**config.mk**
```make
export PLATFORM = sky130hd
export DESIGN_NAME = video_gen
export DESIGN_NICKNAME = d
export VERILOG_FILES = /design/src/verilog/video_pkg.sv /design/src/verilog/pixel_color.sv /design/src/verilog/text_fetch.sv /design/src/verilog/video_config_regs.sv /design/src/verilog/video_gen.sv /design/src/verilog/video_timing.sv
export SDC_FILE = /design/constraint.sdc
export NUM_CORES = 1
export LEC_CHECK = 0
export ABC_AREA = 0
export ABC_CLOCK_PERIOD_IN_PS = 9400
export BUFFER_PORTS_ARGS = -buffer_cell sky130_fd_sc_hd__buf_2
export CAP_MARGIN = 5
export CORE_MARGIN = 3
export CORE_UTILIZATION = 54
export DETAILED_ROUTE_END_ITERATION = 8
export HOLD_SLACK_MARGIN = 0.15
export PLACE_DENSITY = 0.87
export SYNTH_ARGS = -nofsm -noshare
export SYNTH_HDL_FRONTEND = slang
export SYNTH_HIERARCHICAL = 1
export SYNTH_SLANG_ARGS = --single-unit
```
**constraint.sdc**
```tcl
create_clock -name clk -period 9.4 [get_ports clk]
set_clock_uncertainty 0.2 [all_clocks]
set_input_delay 0.94 -clock clk [delete_from_list [all_inputs] [get_ports clk]]
set_output_delay 0.94 -clock clk [all_outputs]
set_load 0.02 [all_outputs]
```
**src/verilog/video_pkg.sv**
```systemverilog
`default_nettype none

package video_pkg;

    typedef logic [15:0] vram_addr_t;                   // video ram word address
    typedef logic [15:0] vram_word_t;                   // {bg, fg, char code}
    typedef logic [12:0] font_addr_t;                   // {bank, char code, font line}
    typedef logic  [7:0] font_byte_t;                   // leftmost pixel in bit 7
    typedef logic  [3:0] color_idx_t;                   // palette entry 0-15
    typedef logic [10:0] count_t;                       // h/v timing counter
    typedef logic  [3:0] font_line_t;                   // line inside a char cell

    typedef struct packed {
        logic [3:0] red;
        logic [3:0] green;
        logic [3:0] blue;
    } rgb_t;

    // shared by both sync machines, stepped in this order
    typedef enum logic [1:0] {
        STATE_PRE_SYNC,
        STATE_SYNC,
        STATE_POST_SYNC,
        STATE_VISIBLE
    } video_state_e;

    typedef struct packed {
        vram_addr_t  text_start;                        // first char of the frame
        logic [15:0] line_width;                        // words per text row
        font_line_t  fine_scrolly;                      // first font line of the frame
        font_line_t  font_height;                       // last line of a char cell
        logic        font_bank;                         // upper or lower font half
    } video_cfg_t;

    typedef struct packed {
        logic hsync;                                    // h machine in sync, polarity not applied
        logic vsync;                                    // v machine in sync, polarity not applied
        logic visible;                                  // both machines visible
        logic line_end;                                 // last pixel of a line
        logic frame_end;                                // last pixel of a frame
        logic fetch;                                    // inside the fetch window
        logic fetch_start;                              // first clock of the fetch window
    } timing_ev_t;

    localparam logic [1:0] REG_TEXT_START = 2'd0;
    localparam logic [1:0] REG_LINE_WIDTH = 2'd1;
    localparam logic [1:0] REG_SCROLL     = 2'd2;
    localparam logic [1:0] REG_FONT       = 2'd3;

endpackage

`default_nettype wire

```
**src/verilog/pixel_color.sv**
```systemverilog
`default_nettype none
`timescale 1ns/1ns

module pixel_color #(
    parameter bit H_SYNC_POL = 1'b0,                    // level while in sync
    parameter bit V_SYNC_POL = 1'b0
) (
    input  wire                     clk,
    input  wire                     reset_i,
    input  wire video_pkg::timing_ev_t ev_i,
    input  wire                     text_en_i,
    input  wire                     pix_i,              // current pattern bit
    input  wire  [7:0]              attr_i,             // {bg, fg}
    output video_pkg::rgb_t         rgb_o,
    output logic                    hsync_o,
    output logic                    vsync_o,
    output logic                    dv_de_o
);

    logic                  de;
    video_pkg::color_idx_t idx;

    // classic 16 colour text palette, 4 bits per channel
    function automatic video_pkg::rgb_t palette(input video_pkg::color_idx_t c);
        case (c)
            4'd0:  return 12'h000;                      // black
            4'd1:  return 12'h00A;
            4'd2:  return 12'h0A0;
            4'd3:  return 12'h0AA;
            4'd4:  return 12'hA00;
            4'd5:  return 12'hA0A;
            4'd6:  return 12'hAA0;                      // brown
            4'd7:  return 12'hAAA;
            4'd8:  return 12'h555;                      // dark gray
            4'd9:  return 12'h55F;
            4'd10: return 12'h5F5;
            4'd11: return 12'h5FF;
            4'd12: return 12'hF55;
            4'd13: return 12'hF5F;
            4'd14: return 12'hFF5;                      // yellow
            4'd15: return 12'hFFF;
        endcase
    endfunction

    always_comb begin
        de  = ev_i.visible && text_en_i;
        idx = pix_i ? attr_i[3:0] : attr_i[7:4];        // fg on set pixel
    end

    always_ff @(posedge clk) begin
        if (reset_i) begin
            rgb_o   <= '0;
            dv_de_o <= 1'b0;
            hsync_o <= ~H_SYNC_POL;                     // idle level right away
            vsync_o <= ~V_SYNC_POL;
        end else begin
            rgb_o   <= de ? palette(idx) : '0;          // black in blanking
            dv_de_o <= de;
            hsync_o <= ev_i.hsync ? H_SYNC_POL : ~H_SYNC_POL;
            vsync_o <= ev_i.vsync ? V_SYNC_POL : ~V_SYNC_POL;
        end
    end

endmodule

`default_nettype wire

```
**src/verilog/text_fetch.sv**
```systemverilog
`default_nettype none
`timescale 1ns/1ns

module text_fetch (
    input  wire                     clk,
    input  wire                     reset_i,
    input  wire                     enable_i,           // sampled once per frame
    input  wire video_pkg::timing_ev_t ev_i,
    input  wire video_pkg::video_cfg_t cfg_i,
    input  wire video_pkg::vram_word_t vram_data_i,
    input  wire video_pkg::font_byte_t font_data_i,
    output logic                    vram_sel_o,
    output logic                    font_sel_o,
    output video_pkg::vram_addr_t   vram_addr_o,
    output video_pkg::font_addr_t   font_addr_o,
    output logic                    text_en_o,
    output logic                    pix_o,
    output logic [7:0]              attr_o
);

    logic [2:0]              col_q;                     // cell column register
    logic [2:0]              col;                       // column seen this clock
    logic                    active;                    // fetching for an enabled frame
    logic                    tg_en;                     // frame-stable enable
    video_pkg::font_line_t   font_line;
    video_pkg::vram_addr_t   text_addr;                 // next char+attr word
    video_pkg::vram_addr_t   line_addr;                 // first word of current text row
    logic [7:0]              attr_next;                 // attribute waiting for its pattern
    logic [7:0]              attr;                      // attribute of the cell on screen
    video_pkg::font_byte_t   shifter;

    always_comb begin
        col    = ev_i.fetch_start ? 3'd0 : col_q;       // window start realigns the cell
        active = tg_en && ev_i.fetch;
    end

    assign font_addr_o = {cfg_i.font_bank, vram_data_i[7:0], font_line};  // no lookup cycle
    assign text_en_o   = tg_en;
    assign pix_o       = shifter[7];
    assign attr_o      = attr;

    always_ff @(posedge clk) begin
        if (reset_i) begin
            col_q      <= '0;
            tg_en      <= 1'b0;
            font_line  <= '0;
            text_addr  <= '0;
            line_addr  <= '0;
            vram_sel_o <= 1'b0;
            font_sel_o <= 1'b0;
        end else begin
            col_q      <= col + 3'd1;
            vram_sel_o <= active && (col == 3'd4);      // high through column 5
            font_sel_o <= active && (col == 3'd5);      // word is on the bus in column 6
            if (active && col == 3'd7) begin
                text_addr <= text_addr + video_pkg::vram_addr_t'(1);
            end
            if (ev_i.line_end) begin
                if (font_line == cfg_i.font_height) begin
                    font_line <= '0;                    // next text row
                    line_addr <= line_addr + cfg_i.line_width;
                    text_addr <= line_addr + cfg_i.line_width;
                end else begin
                    font_line <= font_line + 4'd1;
                    text_addr <= line_addr;             // same row again
                end
            end
            if (ev_i.frame_end) begin                   // wins over line_end
                tg_en     <= enable_i;
                font_line <= cfg_i.fine_scrolly;
                text_addr <= cfg_i.text_start;
                line_addr <= cfg_i.text_start;
            end
        end
    end

    always_ff @(posedge clk) begin
        shifter <= {shifter[6:0], 1'b0};                // one pixel per clock
        if (active && col == 3'd4) begin
            vram_addr_o <= text_addr;
        end
        if (active && col == 3'd6) begin
            attr_next <= vram_data_i[15:8];             // bg/fg nibbles
        end
        if (active && col == 3'd7) begin
            shifter <= font_data_i;                     // pattern for the next eight pixels
            attr    <= attr_next;
        end
    end

    a_sel_in_window: assert property (@(posedge clk) disable iff (reset_i)
        (vram_sel_o || font_sel_o) |-> (ev_i.fetch && tg_en));

endmodule

`default_nettype wire

```
**src/verilog/video_config_regs.sv**
```systemverilog
`default_nettype none
`timescale 1ns/1ns

module video_config_regs #(
    parameter int RESET_LINE_WIDTH = 8                  // chars per row after reset
) (
    input  wire                     clk,
    input  wire                     reset_i,
    input  wire                     config_wr_i,        // single clock write strobe
    input  wire  [1:0]              config_num_i,       // register select
    input  wire  [15:0]             config_data_i,
    output video_pkg::video_cfg_t   cfg_o
);

    // start and scroll are picked up by the fetch engine at frame end,
    // width and font height act on the next line end
    always_ff @(posedge clk) begin
        if (reset_i) begin
            cfg_o.text_start   <= '0;                   // top of vram
            cfg_o.line_width   <= 16'(RESET_LINE_WIDTH);
            cfg_o.fine_scrolly <= '0;
            cfg_o.font_height  <= 4'd15;                // 8x16 cells
            cfg_o.font_bank    <= 1'b0;
        end else if (config_wr_i) begin
            case (config_num_i)
                video_pkg::REG_TEXT_START: begin
                    cfg_o.text_start <= config_data_i;  // full word address
                end
                video_pkg::REG_LINE_WIDTH: begin
                    cfg_o.line_width <= config_data_i;  // may exceed visible chars
                end
                video_pkg::REG_SCROLL: begin
                    cfg_o.fine_scrolly <= config_data_i[3:0];   // vertical only
                end
                video_pkg::REG_FONT: begin
                    cfg_o.font_height <= config_data_i[3:0];    // last line, not count
                    cfg_o.font_bank   <= config_data_i[8];
                end
            endcase
        end
    end

endmodule

`default_nettype wire

```
**src/verilog/video_gen.sv**
```systemverilog
`default_nettype none
`timescale 1ns/1ns

module video_gen #(
    parameter int H_VISIBLE  = 64,                      // tiny mode keeps sims short
    parameter int H_FRONT    = 8,
    parameter int H_SYNC     = 8,
    parameter int H_BACK     = 16,
    parameter int V_VISIBLE  = 32,
    parameter int V_FRONT    = 2,
    parameter int V_SYNC     = 2,
    parameter int V_BACK     = 4,
    parameter bit H_SYNC_POL = 1'b0,                    // active low
    parameter bit V_SYNC_POL = 1'b0
) (
    input  wire                     clk,
    input  wire                     reset_i,
    input  wire                     enable_i,
    input  wire                     config_wr_i,
    input  wire  [1:0]              config_num_i,
    input  wire  [15:0]             config_data_i,
    input  wire video_pkg::vram_word_t vram_data_i,
    input  wire video_pkg::font_byte_t font_data_i,
    output logic                    vram_sel_o,
    output video_pkg::vram_addr_t   vram_addr_o,
    output logic                    font_sel_o,
    output video_pkg::font_addr_t   font_addr_o,
    output logic [3:0]              red_o,
    output logic [3:0]              green_o,
    output logic [3:0]              blue_o,
    output logic                    hsync_o,
    output logic                    vsync_o,
    output logic                    dv_de_o
);

    video_pkg::timing_ev_t ev;
    video_pkg::video_cfg_t cfg;
    video_pkg::rgb_t       rgb;
    logic                  text_en;
    logic                  pix;
    logic [7:0]            attr;

    video_timing #(
        .H_VISIBLE(H_VISIBLE), .H_FRONT(H_FRONT), .H_SYNC(H_SYNC), .H_BACK(H_BACK),
        .V_VISIBLE(V_VISIBLE), .V_FRONT(V_FRONT), .V_SYNC(V_SYNC), .V_BACK(V_BACK)
    ) u_timing (.clk(clk), .reset_i(reset_i), .events_o(ev));

    video_config_regs #(.RESET_LINE_WIDTH(H_VISIBLE / 8)) u_regs (
        .clk(clk), .reset_i(reset_i), .config_wr_i(config_wr_i),
        .config_num_i(config_num_i), .config_data_i(config_data_i), .cfg_o(cfg));

    text_fetch u_fetch (
        .clk(clk), .reset_i(reset_i), .enable_i(enable_i), .ev_i(ev), .cfg_i(cfg),
        .vram_data_i(vram_data_i), .font_data_i(font_data_i),
        .vram_sel_o(vram_sel_o), .font_sel_o(font_sel_o),
        .vram_addr_o(vram_addr_o), .font_addr_o(font_addr_o),
        .text_en_o(text_en), .pix_o(pix), .attr_o(attr));

    pixel_color #(.H_SYNC_POL(H_SYNC_POL), .V_SYNC_POL(V_SYNC_POL)) u_color (
        .clk(clk), .reset_i(reset_i), .ev_i(ev), .text_en_i(text_en), .pix_i(pix),
        .attr_i(attr), .rgb_o(rgb), .hsync_o(hsync_o), .vsync_o(vsync_o), .dv_de_o(dv_de_o));

    assign red_o   = rgb.red;                           // split for the vga pins
    assign green_o = rgb.green;
    assign blue_o  = rgb.blue;

endmodule

`default_nettype wire

```
**src/verilog/video_timing.sv**
```systemverilog
`default_nettype none
`timescale 1ns/1ns

module video_timing #(
    parameter int H_VISIBLE = 64,
    parameter int H_FRONT   = 8,
    parameter int H_SYNC    = 8,
    parameter int H_BACK    = 16,
    parameter int V_VISIBLE = 32,
    parameter int V_FRONT   = 2,
    parameter int V_SYNC    = 2,
    parameter int V_BACK    = 4
) (
    input  wire                     clk,
    input  wire                     reset_i,
    output video_pkg::timing_ev_t   events_o
);

    localparam int H_OFF   = H_FRONT + H_SYNC + H_BACK;                   // blanking sits left
    localparam int H_TOTAL = H_OFF + H_VISIBLE;
    localparam int V_TOTAL = V_VISIBLE + V_FRONT + V_SYNC + V_BACK;
    localparam video_pkg::count_t FETCH_BEGIN = video_pkg::count_t'(H_OFF - 9);   // one cell early
    localparam video_pkg::count_t FETCH_END   = video_pkg::count_t'(H_TOTAL - 9); // drain shifter

    video_pkg::video_state_e h_state;
    video_pkg::video_state_e v_state;
    video_pkg::count_t       h_count;
    video_pkg::count_t       v_count;
    video_pkg::count_t       h_last;                    // count that ends current h state
    video_pkg::count_t       v_last;                    // line that ends current v state
    logic                    line_end;
    logic                    frame_end;
    logic                    fetch;
    logic                    fetch_start;
    logic                    fetch_toggle;

    always_comb begin
        case (h_state)
            video_pkg::STATE_PRE_SYNC:  h_last = video_pkg::count_t'(H_FRONT - 1);
            video_pkg::STATE_SYNC:      h_last = video_pkg::count_t'(H_FRONT + H_SYNC - 1);
            video_pkg::STATE_POST_SYNC: h_last = video_pkg::count_t'(H_OFF - 1);
            video_pkg::STATE_VISIBLE:   h_last = video_pkg::count_t'(H_TOTAL - 1);
        endcase
        // visible lines first, blanking at the bottom
        case (v_state)
            video_pkg::STATE_VISIBLE:   v_last = video_pkg::count_t'(V_VISIBLE - 1);
            video_pkg::STATE_PRE_SYNC:  v_last = video_pkg::count_t'(V_VISIBLE + V_FRONT - 1);
            video_pkg::STATE_SYNC:      v_last = video_pkg::count_t'(V_TOTAL - V_BACK - 1);
            video_pkg::STATE_POST_SYNC: v_last = video_pkg::count_t'(V_TOTAL - 1);
        endcase
        line_end     = (h_state == video_pkg::STATE_VISIBLE) && (h_count == h_last);
        frame_end    = line_end && (v_state == video_pkg::STATE_POST_SYNC) && (v_count == v_last);
        fetch_toggle = (v_state == video_pkg::STATE_VISIBLE)
                       && (h_count == (fetch ? FETCH_END : FETCH_BEGIN)); // only on text lines
    end

    always_ff @(posedge clk) begin
        if (reset_i) begin
            h_state     <= video_pkg::STATE_PRE_SYNC;
            v_state     <= video_pkg::STATE_VISIBLE;
            h_count     <= '0;
            v_count     <= '0;
            fetch       <= 1'b0;
            fetch_start <= 1'b0;
        end else begin
            h_count <= line_end ? '0 : h_count + video_pkg::count_t'(1);
            if (h_count == h_last) begin
                h_state <= video_pkg::video_state_e'(h_state + 2'd1);   // visible wraps to pre-sync
            end
            if (line_end) begin
                v_count <= frame_end ? '0 : v_count + video_pkg::count_t'(1);
                if (v_count == v_last) begin
                    v_state <= video_pkg::video_state_e'(v_state + 2'd1);
                end
            end
            fetch       <= fetch ^ fetch_toggle;
            fetch_start <= fetch_toggle && !fetch;      // rising edge of window
        end
    end

    always_comb begin
        events_o.hsync       = (h_state == video_pkg::STATE_SYNC);
        events_o.vsync       = (v_state == video_pkg::STATE_SYNC);
        events_o.visible     = (h_state == video_pkg::STATE_VISIBLE)
                               && (v_state == video_pkg::STATE_VISIBLE);
        events_o.line_end    = line_end;
        events_o.frame_end   = frame_end;
        events_o.fetch       = fetch;
        events_o.fetch_start = fetch_start;
    end

    a_visible_in_range: assert property (@(posedge clk) disable iff (reset_i)
        events_o.visible |-> (h_count >= H_OFF && v_count < V_VISIBLE));
    a_frame_wraps: assert property (@(posedge clk) disable iff (reset_i)
        events_o.frame_end |=> (h_count == '0 && v_count == '0
                                && h_state == video_pkg::STATE_PRE_SYNC
                                && v_state == video_pkg::STATE_VISIBLE));

endmodule

`default_nettype wire
```
# Word-level counts from Yosys, hierarchy flattened
# Memory sizes are Yosys's and may differ from the RTL's. A register that Yosys moved wholly into a read port is not among the register bits.
# Index checks and enable logic that the tools add are counted.
[word_totals]
mem_bits_ro = 192
mem_count = 1
input_bits = 46
word_cells = 97
out_inout_bits = 46
regBits = 154
[memory_table]
columns = ["memory", "depth", "word_bits", "rd", "rd_clocked_by_memory_dff", "wr", "line", "source"]
rows = [
  ["(name not given)", 16, 12, 1, 1, 0, "pixel_color.sv:25", "case (c)"],
]
[op_classes]
reduce_logical = 25
muxes = 18
n_eq_ne = 17
addsub = 8
n_bitwise = 2
[ops]
columns = ["op", "n"]
rows = [
  ["two-way mux 16 bit", 6],
  ["case mux 11 bit (4 select lines)", 2],
  ["equality test 11 bit", 3],
  ["adder 11 x 1 -> 11 bit, second input constant", 2],
  ["adder 16 x 1 -> 16 bit, second input constant", 1],
  ["adder 16 bit", 1],
  ["two-way mux 4 bit", 4],
  ["equality test 2 bit, second input constant", 6],
  ["equality test 3 bit, second input constant", 4],
  ["logical AND 1 bit", 12],
  ["two-way mux 11 bit", 1],
  ["AND reduction 2 bit", 5],
  ["two-way mux 8 bit", 1],
  ["two-way mux 7 bit", 1],
  ["equality test 2 x 1 -> 1 bit, second input constant", 3],
  ["zero test 2 bit", 3],
  ["adder 2 x 1 -> 2 bit, second input constant", 2],
  ["adder 4 x 1 -> 4 bit, second input constant", 1],
  ["equality test 4 bit", 1],
  ["OR reduction 2 bit", 2],
  ["adder 3 x 1 -> 3 bit, second input constant", 1],
  ["two-way mux 3 bit", 1],
  ["nonzero test 3 bit", 1],
  ["two-way mux 1 bit", 2],
  ["other kinds (4)", 4],
]

# Longest topological paths before layout
# Gate-level depths: netlist of run 1.
[logic_depth]
word_depth = 7
depth_mapped = 15
depth_no_buf = 13

# Hierarchy
# The synthesis of run 1 kept the hierarchy.
[by_module_without_submodules]
columns = ["mod", "cells_each", "seq_area_each_um2", "n_inst", "area_per_inst_um2"]
rows = [
  ["text_fetch", 470, 1961.9, 1, 4352.9],
  ["video_config_regs", 159, 820.8, 1, 1680.4],
  ["video_timing", 177, 560.5, 1, 1514.0],
  ["pixel_color", 28, 140.1, 1, 302.8],
]

# Worst setup path before layout of run 1
# Ideal clock, no wire load.
[synth_timing]
path_type = "register -> register"
from = "register u_timing.v_state[0]"
to = "register u_fetch.text_addr[7]"
t_required_ns = 9.085
period_less_slack_ns = 3.087
setup_ns = 0.115
path_buffers = 3
t_arrival_ns = 2.772
stages_incl_launch_ff = 15
slack_ns = 6.313
path_cell_list = "dfxtp_1 inv_1 ha_1 xor2_1 nand4_1 or3b_1 clkbuf_1 nor2_1 buf_4 clkbuf_1 nor2_1 a32o_1 a21oi_1 a21oi_1 o21a_1"
[synth_via]
elab_chain_cells = 5
word_cells_on_any_way = 10
cone_classes = "4 x eq/ne; 2 x mux; 4 x reduce/logical"
[synth_rtl]
columns = ["element", "line", "source"]
rows = [
  ["from (decl)", "video_timing.sv:26", "video_pkg::video_state_e v_state;"],
  ["from (signal assigned)", "video_timing.sv:60", "v_state <= video_pkg::STATE_VISIBLE;"],
  ["from (signal assigned)", "video_timing.sv:73", "v_state <= video_pkg::video_state_e'(v_state + 2'd1);"],
  ["equality test 2 bit (tied with other cells)", "video_timing.sv:45, video_timing.sv:52", ""],
  ["case mux 11 bit (4 select lines)", "video_timing.sv:45", "case (v_state)"],
  ["equality test 11 bit", "video_timing.sv:52", "frame_end = line_end && (v_state == video_pkg::STATE_POST_SYNC) && (v_count == v_last);"],
  ["logical AND 1 bit (*)", "video_timing.sv:52", ""],
  ["via u_timing.frame_end", "video_timing.sv:32", "logic frame_end;"],
  ["nonzero test 3 bit (no line) or two-way mux 16 bit (tied branches)", "--", ""],
  ["to (signal assigned)", "text_fetch.sv:62", "text_addr <= line_addr + cfg_i.line_width;"],
  ["to (signal assigned)", "text_fetch.sv:65", "text_addr <= line_addr;"],
  ["to (signal assigned)", "text_fetch.sv:71", "text_addr <= cfg_i.text_start;"],
  ["to (decl)", "text_fetch.sv:26", "video_pkg::vram_addr_t text_addr;"],
]
# Mark *: on every way through the listed nets, which the timed path passes. The rest lies on a longest branch. The select of a mux whose other input is x is not followed.
# A chain may end at the register's enable or synchronous reset.

==> results of run 1 <==
==> metal layers <==
metal / vias to the layer above / share of wire (%) / global-route usage, %
met5: - / 0 / 0
met4: 0 / 3.8 / 10.91
met3: 60 / 6.0 / 4.211
met2: 243 / 50 / 38.95
met1: 2922 / 40 / 26.60
li1: 3024 / - / -
==> sequential cells by signal (all words and copies together) (netlist names) <==
| signal | cells |
|---|---|
| u_fetch/text_en_o | 1 |
| u_timing/h_count | 11 |
| u_color/dv_de_o | 1 |
| u_regs/cfg_o | 41 |
| u_color/hsync_o | 1 |
| u_fetch/vram_addr_o | 16 |
| u_timing/v_count | 11 |
| u_fetch/attr_next | 8 |
| u_fetch/col_q | 3 |
| u_fetch/text_addr | 16 |
| u_timing/fetch | 1 |
| u_fetch/vram_sel_o | 1 |
| u_fetch/line_addr | 16 |
| u_fetch/shifter | 8 |
| u_color/vsync_o | 1 |
| u_fetch/font_sel_o | 1 |
| u_fetch/attr_o | 8 |
| u_timing/h_state | 2 |
| u_timing/v_state | 2 |
| u_timing/fetch_start | 1 |
| u_fetch/font_line | 4 |
| u_color/rgb_o | 4 |
==> metrics by stage <==
stage	hold WS [ps]	setup WS (ps)
after floorplan	198.8	6313
after global placement	202.2	5891
after detailed placement	207.2	5748
after CTS	223.2	5722
after global routing	229.6	5367
final	223.2	5649
==> cell usage in the layout (no fill, tap or decap), types with 9 or more instances in the layout <==
| master | n |
|---|---|
| xnor2_1 | 23 |
| nand3_1 | 29 |
| nor3_1 | 14 |
| xor2_1 | 11 |
| and2_1 | 9 |
| nand2b_1 | 60 |
| clkbuf_16 | 17 |
| nor2_1 | 73 |
| inv_1 | 18 |
| nand4_1 | 12 |
| mux2i_1 | 55 |
| buf_2 | 75 |
| nand2_1 | 74 |
| a31oi_1 | 9 |
| and3_1 | 13 |
| ha_1 | 33 |
| edfxtp_1 | 32 |
| o21ai_0 | 19 |
| dfxtp_1 | 126 |
| a21oi_1 | 51 |
==> worst paths after layout <==
| check | startpoint | endpoint | cells past startpoint |
|---|---|---|---|
| setup reg to reg | u_timing/v_state[0] | u_fetch/text_addr[15] | 13 |
| hold / removal | u_fetch/attr_next[2] | u_fetch/attr_o[2] | 0 |
| setup / recovery | u_timing/v_state[0] | u_fetch/text_addr[15] | 13 |
| hold reg to reg | u_fetch/attr_next[2] | u_fetch/attr_o[2] | 0 |
==> worst max-delay path, cell delays in order (launching register included) <==
cell and delay, ps:
dfxtp_1 430, inv_1 100, ha_1 210, xor2_1 120, nand4_1 140, or3b_1 570, nor2_2 130, buf_4 310
inv_1 260, nand2_1 400, nor2_1 170, and4_1 240, a311oi_1 250, nand3_1 100
==> power by group through the flow <==
stage | Sequential [mW] | Combinational (mW) | Clock, mW
floorplan | 0.721 | 0.0455 | 0
global placement | 0.724 | 0.0557 | 0
detailed placement | 0.724 | 0.0574 | 0
CTS | 0.709 | 0.0581 | 0.707
global route | 0.710 | 0.0650 | 0.736
finish | 0.710 | 0.0581 | 0.696
==> layout make-up <==
type,count,share of cell area [%]
inverter,22,0.9539
tap,180,2.563
timing repair buffer,80,4.698
clock inverter,15,2.007
clock buffer,17,4.841
multi-input combinational,599,45.30
sequential,158,39.64
==> cell families after synthesis <==
| group | synth area share, % |
|---|---|
| and+or+nand+nor | 22.51 |
| DFF | 44.37 |
| AOI/OAI and AO/OA | 11.36 |
| buffers and inverters | 4.941 |
| muxes | 7.300 |
| xor gates and xnor gates | 4.001 |
| adders and majority gates | 5.515 |
==> results.cfg, run 1 <==
[route]
first_pass_iters = 7
ant_nets = 0
vias_per_cell = 5.835
totalWireLength_um = 17800
dr.first_iter.drc_count = 682
via_count = 6249
wire_per_inst_um = 16.62
drc = 0

[final_layout]
fill_cells = 1084
fin_area_sq_um = 8788
syn_to_final_growth_pct = 11.95
layout.cells.non_filler = 1071
multiInputGateArea_sq_um = 3981
finalNetCount = 958
finalCoreUtilization_pct = 62.59
diodes = 0
regArea_sq_um = 3483
drive_gt1_share_pct = 14.59

[critical_path]
cp_max_fo = 29
start_kind = register
ff2ff_setup_slack_ps = 5650
cp-end-kind = register
cp.required_ps = 9510
crit_arrival_ps = 3860
path_class = register to register

[synth]
yosysMostFrequentCell = dfxtp_1
ys_top_cells_by_count = dfxtp_1, nand2_1, nor2_1
synth_cell_types = 80
synthFlopType = dfxtp_1
synth_area_leader_cell = dfxtp_1
synth_seq_cells = 158
yosysWarnings = 6
synth_area_sq_um = 7850
synth_top_area_share_pct = 32.13
ys_seq_area_share_pct = 44.37
synth_area_leaders = dfxtp_1, edfxtp_1, mux2i_1
ys_async_sr_fraction_pct = 0
synthesis.nets = 914
postSynthAreaPerCell_sq_um = 9.413
synth_edf_count = 32
synthCells = 834

[floorplan]
dieArea_sq_um = 16020
num_rows = 43
die_w_um = 126.6
io_pins = 92
die_h_um = 126.6
initial_core_util_pct = 55.90
core_area_sq_um = 14040

[placed_design]
dpl-instance-area_sq_um = 8187
hpwl_um = 12110
io_buffers = 75
placed_cells = 1039
gp_congestion = 0.9321

[worst_hold_path]
hold_path.class = register to register

[power_and_ir_drop]
p_comb_share_pct = 4.0
intPower_mw = 1.126
powerDensity_nw_per_um2 = 166.6
leakage_nw = 3.579
pwr-share-clk_pct = 47.6
switchingPower_uw = 338.6
peakVddDrop_v = 0.0001194
power_mw = 1.464
seqPwrFrac_pct = 48.5
swShare_pct = 23.12

[global_routing]
grt_pass1_wl_um = 29050
overflow = 0
grt_pass1_vias = 6067
grt_antenna_before_repair = 0
grt_max_degree = 89
gr-usage-all-layers_pct = 22.41

[cts]
clk_pin_slew_ps = 70
clkLatencyLatePin_ps = 430
post_cts_buffers = 0
htreeDepth = 4
cts_tree = built
cts_resized = 0
cts-hold-fix-buffers = 0
cts_root_buf = clkbuf_16
cts-buffers-inserted = 17
cts_max_path_buffers = 2
clock_sinks = 158

[timing]
fin_tns_setup_ps = 0
fmax_mhz = 266.6
setup_viol = 0
fin_crit_sh_pct = 39.91
finalHoldViolCount = 0
slew_violations = 0
slew_headroom_pct = 47.94
tightest_slew_ps = 780.1
period_needed_ps = 3751
grt_setup_unrepaired = false

[flow_run]
maxCapViolCount = 0

[status]
outcome = finished clean
(Power assumes the default switching activity.)
==> run 2: changes to the inputs <==
--- a/config.mk
+++ b/config.mk
@@ -6,7 +6,7 @@
 export NUM_CORES = 1
 export LEC_CHECK = 0
 export ABC_AREA = 0
-export ABC_CLOCK_PERIOD_IN_PS = 9400
+export ABC_CLOCK_PERIOD_IN_PS = 3500
 export BUFFER_PORTS_ARGS = -buffer_cell sky130_fd_sc_hd__buf_2
 export CAP_MARGIN = 5
 export CORE_MARGIN = 3
==> constraint.sdc (replaced) <==
create_clock -name clk -period 3.5 [get_ports clk]
set_clock_uncertainty 0.2 [all_clocks]
set_input_delay 0.35 -clock clk [delete_from_list [all_inputs] [get_ports clk]]
set_output_delay 0.35 -clock clk [all_outputs]
set_load 0.02 [all_outputs]
==> run 2 against run 1 <==
Compared with the run above: final cell count is 3.9% higher; flip-flop and latch count is the same; routed wire length up 7.5%; via count is 3.4% higher; non-clock buffer count increased by 42; die area unchanged; clock power grew to 2.6 times the previous value; clock-buffer cell count is 1 higher; hold slack lost 29 ps; largest cell class unchanged; highest routed layer unchanged.
==> results.cfg, run 2 (synthesized netlist as in run 1, its figures left out) <==
[critical_path]
worstReg2RegStart = u_timing/v_state[0]
start_kind = register
cp-startpoint = u_timing/v_state[0]
cp_max_fo = 11
cp-end-kind = register
path_class = register to register
cp.required_ps = 3660
crit_arrival_ps = 3460

[final_layout]
diodes = 0
finalNetCount = 1000
largest_reg_flops = 41
final_cell_mix = dfxtp_1, buf_2, nand2_1, nor2_1, nand2b_1
regMostFlops = u_regs/cfg_o
syn_to_final_growth_pct = 16.88
final_common_cell = dfxtp_1
drive_gt1_share_pct = 14.90

[global_routing]
grt_max_degree = 34
gr-usage-all-layers_pct = 23.52
grt_pass1_wl_um = 30630
grt_antenna_before_repair = 0
overflow = 0
grt_pass1_vias = 6427

[status]
outcome = finished clean

[cts]
cts_max_path_buffers = 2
cts_tree = built
cts-buffers-inserted = 17
clk_pin_slew_ps = 70
cts_root_buf = clkbuf_16
clkLatencyLatePin_ps = 430
clock_sinks = 158
htreeDepth = 4

[floorplan]
die_w_um = 126.6
die_h_um = 126.6
num_rows = 43
initial_core_util_pct = 55.90
io_pins = 92
dieArea_sq_um = 16020
core_area_sq_um = 14040

[timing]
finalHoldViolCount = 0
period_needed_ps = 3298
fin_crit_sh_pct = 94.23
setup_viol = 0
slew_headroom_pct = 49.60
grt_setup_unrepaired = false
fin_tns_setup_ps = 0
fmax_mhz = 303.2
tightest_slew_ps = 756.0
slew_violations = 0
hold_slack_ps = 194.6

[route]
dr.first_iter.drc_count = 511
met1_length_um = 7673
wire_per_inst_um = 17.19
vias_per_cell = 5.803
totalWireLength_um = 19130
wl_met3_um = 1048
first_pass_iters = 5
drc = 0
top_layer_used = met4
wl_met2_um = 9638
ant_nets = 0
via_count = 6459

[placed_design]
io_buffers = 75
gp_congestion = 0.9208
hpwl_um = 12670

[power_and_ir_drop]
intPower_mw = 3.038
powerDensity_nw_per_um2 = 429.2
seqPwrFrac_pct = 48.4
p_comb_share_pct = 4.9
peakVddDrop_v = 0.0004336
swShare_pct = 22.85
pwr-share-clk_pct = 46.7
leakage_nw = 3.750
switchingPower_uw = 899.9

[flow_run]
maxCapViolCount = 0

[worst_hold_path]
hold_path.class = input port to register
min_from = reset_i
-- run 2: per-stage QoR --
| step | util, % | total power [mW] | instance area (sq um) | setup slack (ps) | instances |
|---|---|---|---|---|---|
| floorplan | - | 2.058 | 7850 | 413.1 | 834 |
| global placement | 58.78 | 2.097 | 8254 | 385.5 | 1048 |
| detailed placement | 58.78 | 2.103 | 8254 | 274.7 | 1048 |
| CTS | 65.30 | 3.950 | 9170 | 260.1 | 1113 |
| global route | 65.34 | 4.040 | 9175 | 38.41 | 1113 |
| finish | 65.34 | 3.938 | 9175 | 201.8 | 1113 |
-- run 2: power groups by stage --
stage | logic, mW | registers, mW | clock network, mW
2_1_floorplan | 0.122 | 1.94 | 0
3_3_place_gp | 0.153 | 1.94 | 0
3_5_place_dp | 0.158 | 1.94 | 0
4_1_cts | 0.189 | 1.90 | 1.86
5_1_grt | 0.211 | 1.91 | 1.92
6_report | 0.193 | 1.91 | 1.84
-- run 2: final cells by class --
type | count | area, sq um
timing repair buffer | 122 | 810.8
tap | 180 | 225.2
multi-input combinational | 599 | 3986
clock buffer | 18 | 429.2
sequential | 158 | 3483
fill | 1018 | 4867
clock inverter | 14 | 156.4
inverter | 22 | 83.83
-- run 2: worst max-delay path, stage by stage, from the launching register on --
cell and delay [ps]:
dfxtp_1 440, inv_1 110, ha_1 220, xor2_1 130, nand4_1 160, or3b_1 580, nor2_2 160, inv_1 80
buf_4 190, nand2_1 350, nor2_1 210, a21oi_1 170, o221ai_1 150, nand3_1 100
-- run 2: routing by layer --
layer  vias to the layer above  track usage (%)
met2                       261            41.00
met1                      3045            27.34
li1                       3089                -
met4                         0            12.43
met3                        64            4.505
met5                         -                0
-- run 2: timing repair --
item                       CTS  global route
hold buffers                33             0
resized for setup            0             2
setup endpoints to repair    0             3
buffers inserted             0             0
hold endpoints to repair    58             0
-- run 2: final timing paths --
| path | endpoint | slack, ps | cells after the start |
|---|---|---|---|
| worst min-delay path | u_fetch/font_line[1] | 190 | 2 |
| worst max register to register | u_fetch/text_addr[15] | 200 | 13 |
| worst max-delay path | u_fetch/text_addr[15] | 200 | 13 |
| worst min register to register | u_fetch/attr_o[6] | 210 | 0 |
==> run 3: changes to the inputs <==
--- a/config.mk
+++ b/config.mk
@@ -9,11 +9,13 @@
 export ABC_CLOCK_PERIOD_IN_PS = 3500
 export BUFFER_PORTS_ARGS = -buffer_cell sky130_fd_sc_hd__buf_2
 export CAP_MARGIN = 5
+export CELL_PAD_IN_SITES_DETAIL_PLACEMENT = 1
+export CELL_PAD_IN_SITES_GLOBAL_PLACEMENT = 2
 export CORE_MARGIN = 3
-export CORE_UTILIZATION = 54
+export CORE_UTILIZATION = 37
 export DETAILED_ROUTE_END_ITERATION = 8
 export HOLD_SLACK_MARGIN = 0.15
-export PLACE_DENSITY = 0.87
+export PLACE_DENSITY = 0.92
 export SYNTH_ARGS = -nofsm -noshare
 export SYNTH_HDL_FRONTEND = slang
 export SYNTH_HIERARCHICAL = 1
==> run 3 against run 2 <==
Compared with the run above: global-route usage is 5.0 points lower; clock-buffer cell count is 1 lower; flip-flop and latch count unchanged; critical endpoint is now u_fetch/text_addr[14].
==> results.cfg, run 3 (synthesized netlist as in run 1, its figures left out) <==
[critical_path]
worstReg2RegStart = u_timing/h_count[0]
cp-end-kind = register
path_class = register to register
cp-startpoint = u_timing/h_count[0]
max_stage_delay_ps = 370
start_kind = register
cp.required_ps = 3600
crit_chain = ha_1 -> and4bb_1 -> nand4_2 -> or2_4 -> clkinv_2 -> clkinv_1 -> nor2_1 -> and3_1 -> mux2i_1 -> a22oi_1 -> nor3_1
reg2regPathDepth = 11
cp_max_fo = 15
crit_arrival_ps = 3270
crit_slowest_cell = dfxtp_1

[power_and_ir_drop]
powerDensity_nw_per_um2 = 428.8
leakage_nw = 3.802
peakVddDrop_v = 0.0003036

[timing]
fmax_mhz = 315.7
tightest_slew_ps = 709.4
slew_headroom_pct = 52.71
slew_violations = 0
setup_viol = 0
fin_crit_sh_pct = 90.51
finalHoldViolCount = 0
period_needed_ps = 3168
setup_ws_ps = 332.2
grt_setup_unrepaired = false
fin_tns_setup_ps = 0

[final_layout]
multiInputGateArea_sq_um = 3989
drive_gt1_share_pct = 15.28
diodes = 0
regMostFlops = u_regs/cfg_o
largest_reg_flops = 41
finalCoreUtilization_pct = 45.56
final_common_cell = dfxtp_1
regArea_sq_um = 3483
final_cell_mix = dfxtp_1, buf_2, nand2_1, nor2_1, nand2b_1
fill_cells = 2375
finalNetCount = 1003
syn_to_final_growth_pct = 19.33

[placed_design]
gp_congestion = 0.8316
hpwl_um = 14600
preCtsSetupSlack_ps = 267.2
io_buffers = 75

[floorplan]
initial_core_util_pct = 38.18
core_area_sq_um = 20560
die_w_um = 151.7
num_rows = 52
die_h_um = 151.7
io_pins = 92
dieArea_sq_um = 23000

[cts]
clkLatencyLatePin_ps = 430
clk_pin_slew_ps = 70
cts_tree = built
clock_sinks = 158
post_cts_buffers = 0
htreeDepth = 4
cts_root_buf = clkbuf_16
cts_max_path_buffers = 2
cts-buffers-inserted = 17

[worst_hold_path]
min_from = u_fetch/shifter[1]
hold_path.class = register to register
hold_path_depth = 2

[global_routing]
grt_pass1_wl_um = 33690
grt_pass1_vias = 6535
grt_max_degree = 84
gr-usage-all-layers_pct = 18.56
overflow = 0
grt_antenna_before_repair = 0

[route]
ant_nets = 0
drc = 0
totalWireLength_um = 20380
vias_per_cell = 5.138
wire_per_inst_um = 16.90
dr.first_iter.drc_count = 329
first_pass_iters = 4
via_count = 6197

[flow_run]
maxCapViolCount = 0

[status]
outcome = finished clean
## run 3: metal layers
layer / global-route usage, % / share of wire (%) / wire, um / vias to the layer above
li1: - / - / - / 3092
met1: 22.72 / 44 / 8916 / 3027
met2: 33.49 / 53 / 10790 / 60
met3: 3.391 / 2.2 / 451 / 18
met4: 4.942 / 1.1 / 227 / 0
met5: 0 / 0 / 0 / -
## run 3: repair_timing
item,in CTS,in global routing
hold buffers,35,0
hold endpoints to repair,60,0
resized for setup,0,3
setup endpoints to repair,0,4
## run 3: final timing paths
check | end | slack [ps]
worst max-delay path | u_fetch/text_addr[14] | 330
worst max register to register | u_fetch/text_addr[14] | 330
worst min-delay path | u_fetch/shifter[2] | 230
worst min register to register | u_fetch/shifter[2] | 230
## run 3: critical path: cells and delay by family (launching register included)
kind            cells  cell delay (ps)
mux                 1               70
buf+inv             2              520
simple gates        6             1390
flops               1              370
fa+ha+maj           1              250
compound gates      1              220
## run 3: through the flow
stage | instance area, sq um | hold slack (ps) | instances | power, mW
global route | 9368 | 243.9 | 1206 | 4.171
floorplan | 7850 | 198.8 | 834 | 2.058
global placement | 8389 | 202.5 | 1139 | 2.101
CTS | 9360 | 225.1 | 1206 | 4.063
finish | 9368 | 225.6 | 1206 | 4.017
detailed placement | 8389 | 214.3 | 1139 | 2.108
## run 3: where the power goes
part	total, mW	internal (mW)	switching, mW
registers	1.91	1.88	0.0281
logic	0.194	0.0995	0.0946
clock network	1.92	1.04	0.882
## run 3: area by class of cell
cell class / count / share of cell area [%]
Clock buffer: 17 / 4.541
Clock inverter: 15 / 2.084
Inverter: 22 / 0.8949
Tap cell: 270 / 3.606
Timing Repair Buffer: 125 / 9.109
Multi-Input combinational cell: 599 / 42.58
Sequential cell: 158 / 37.18
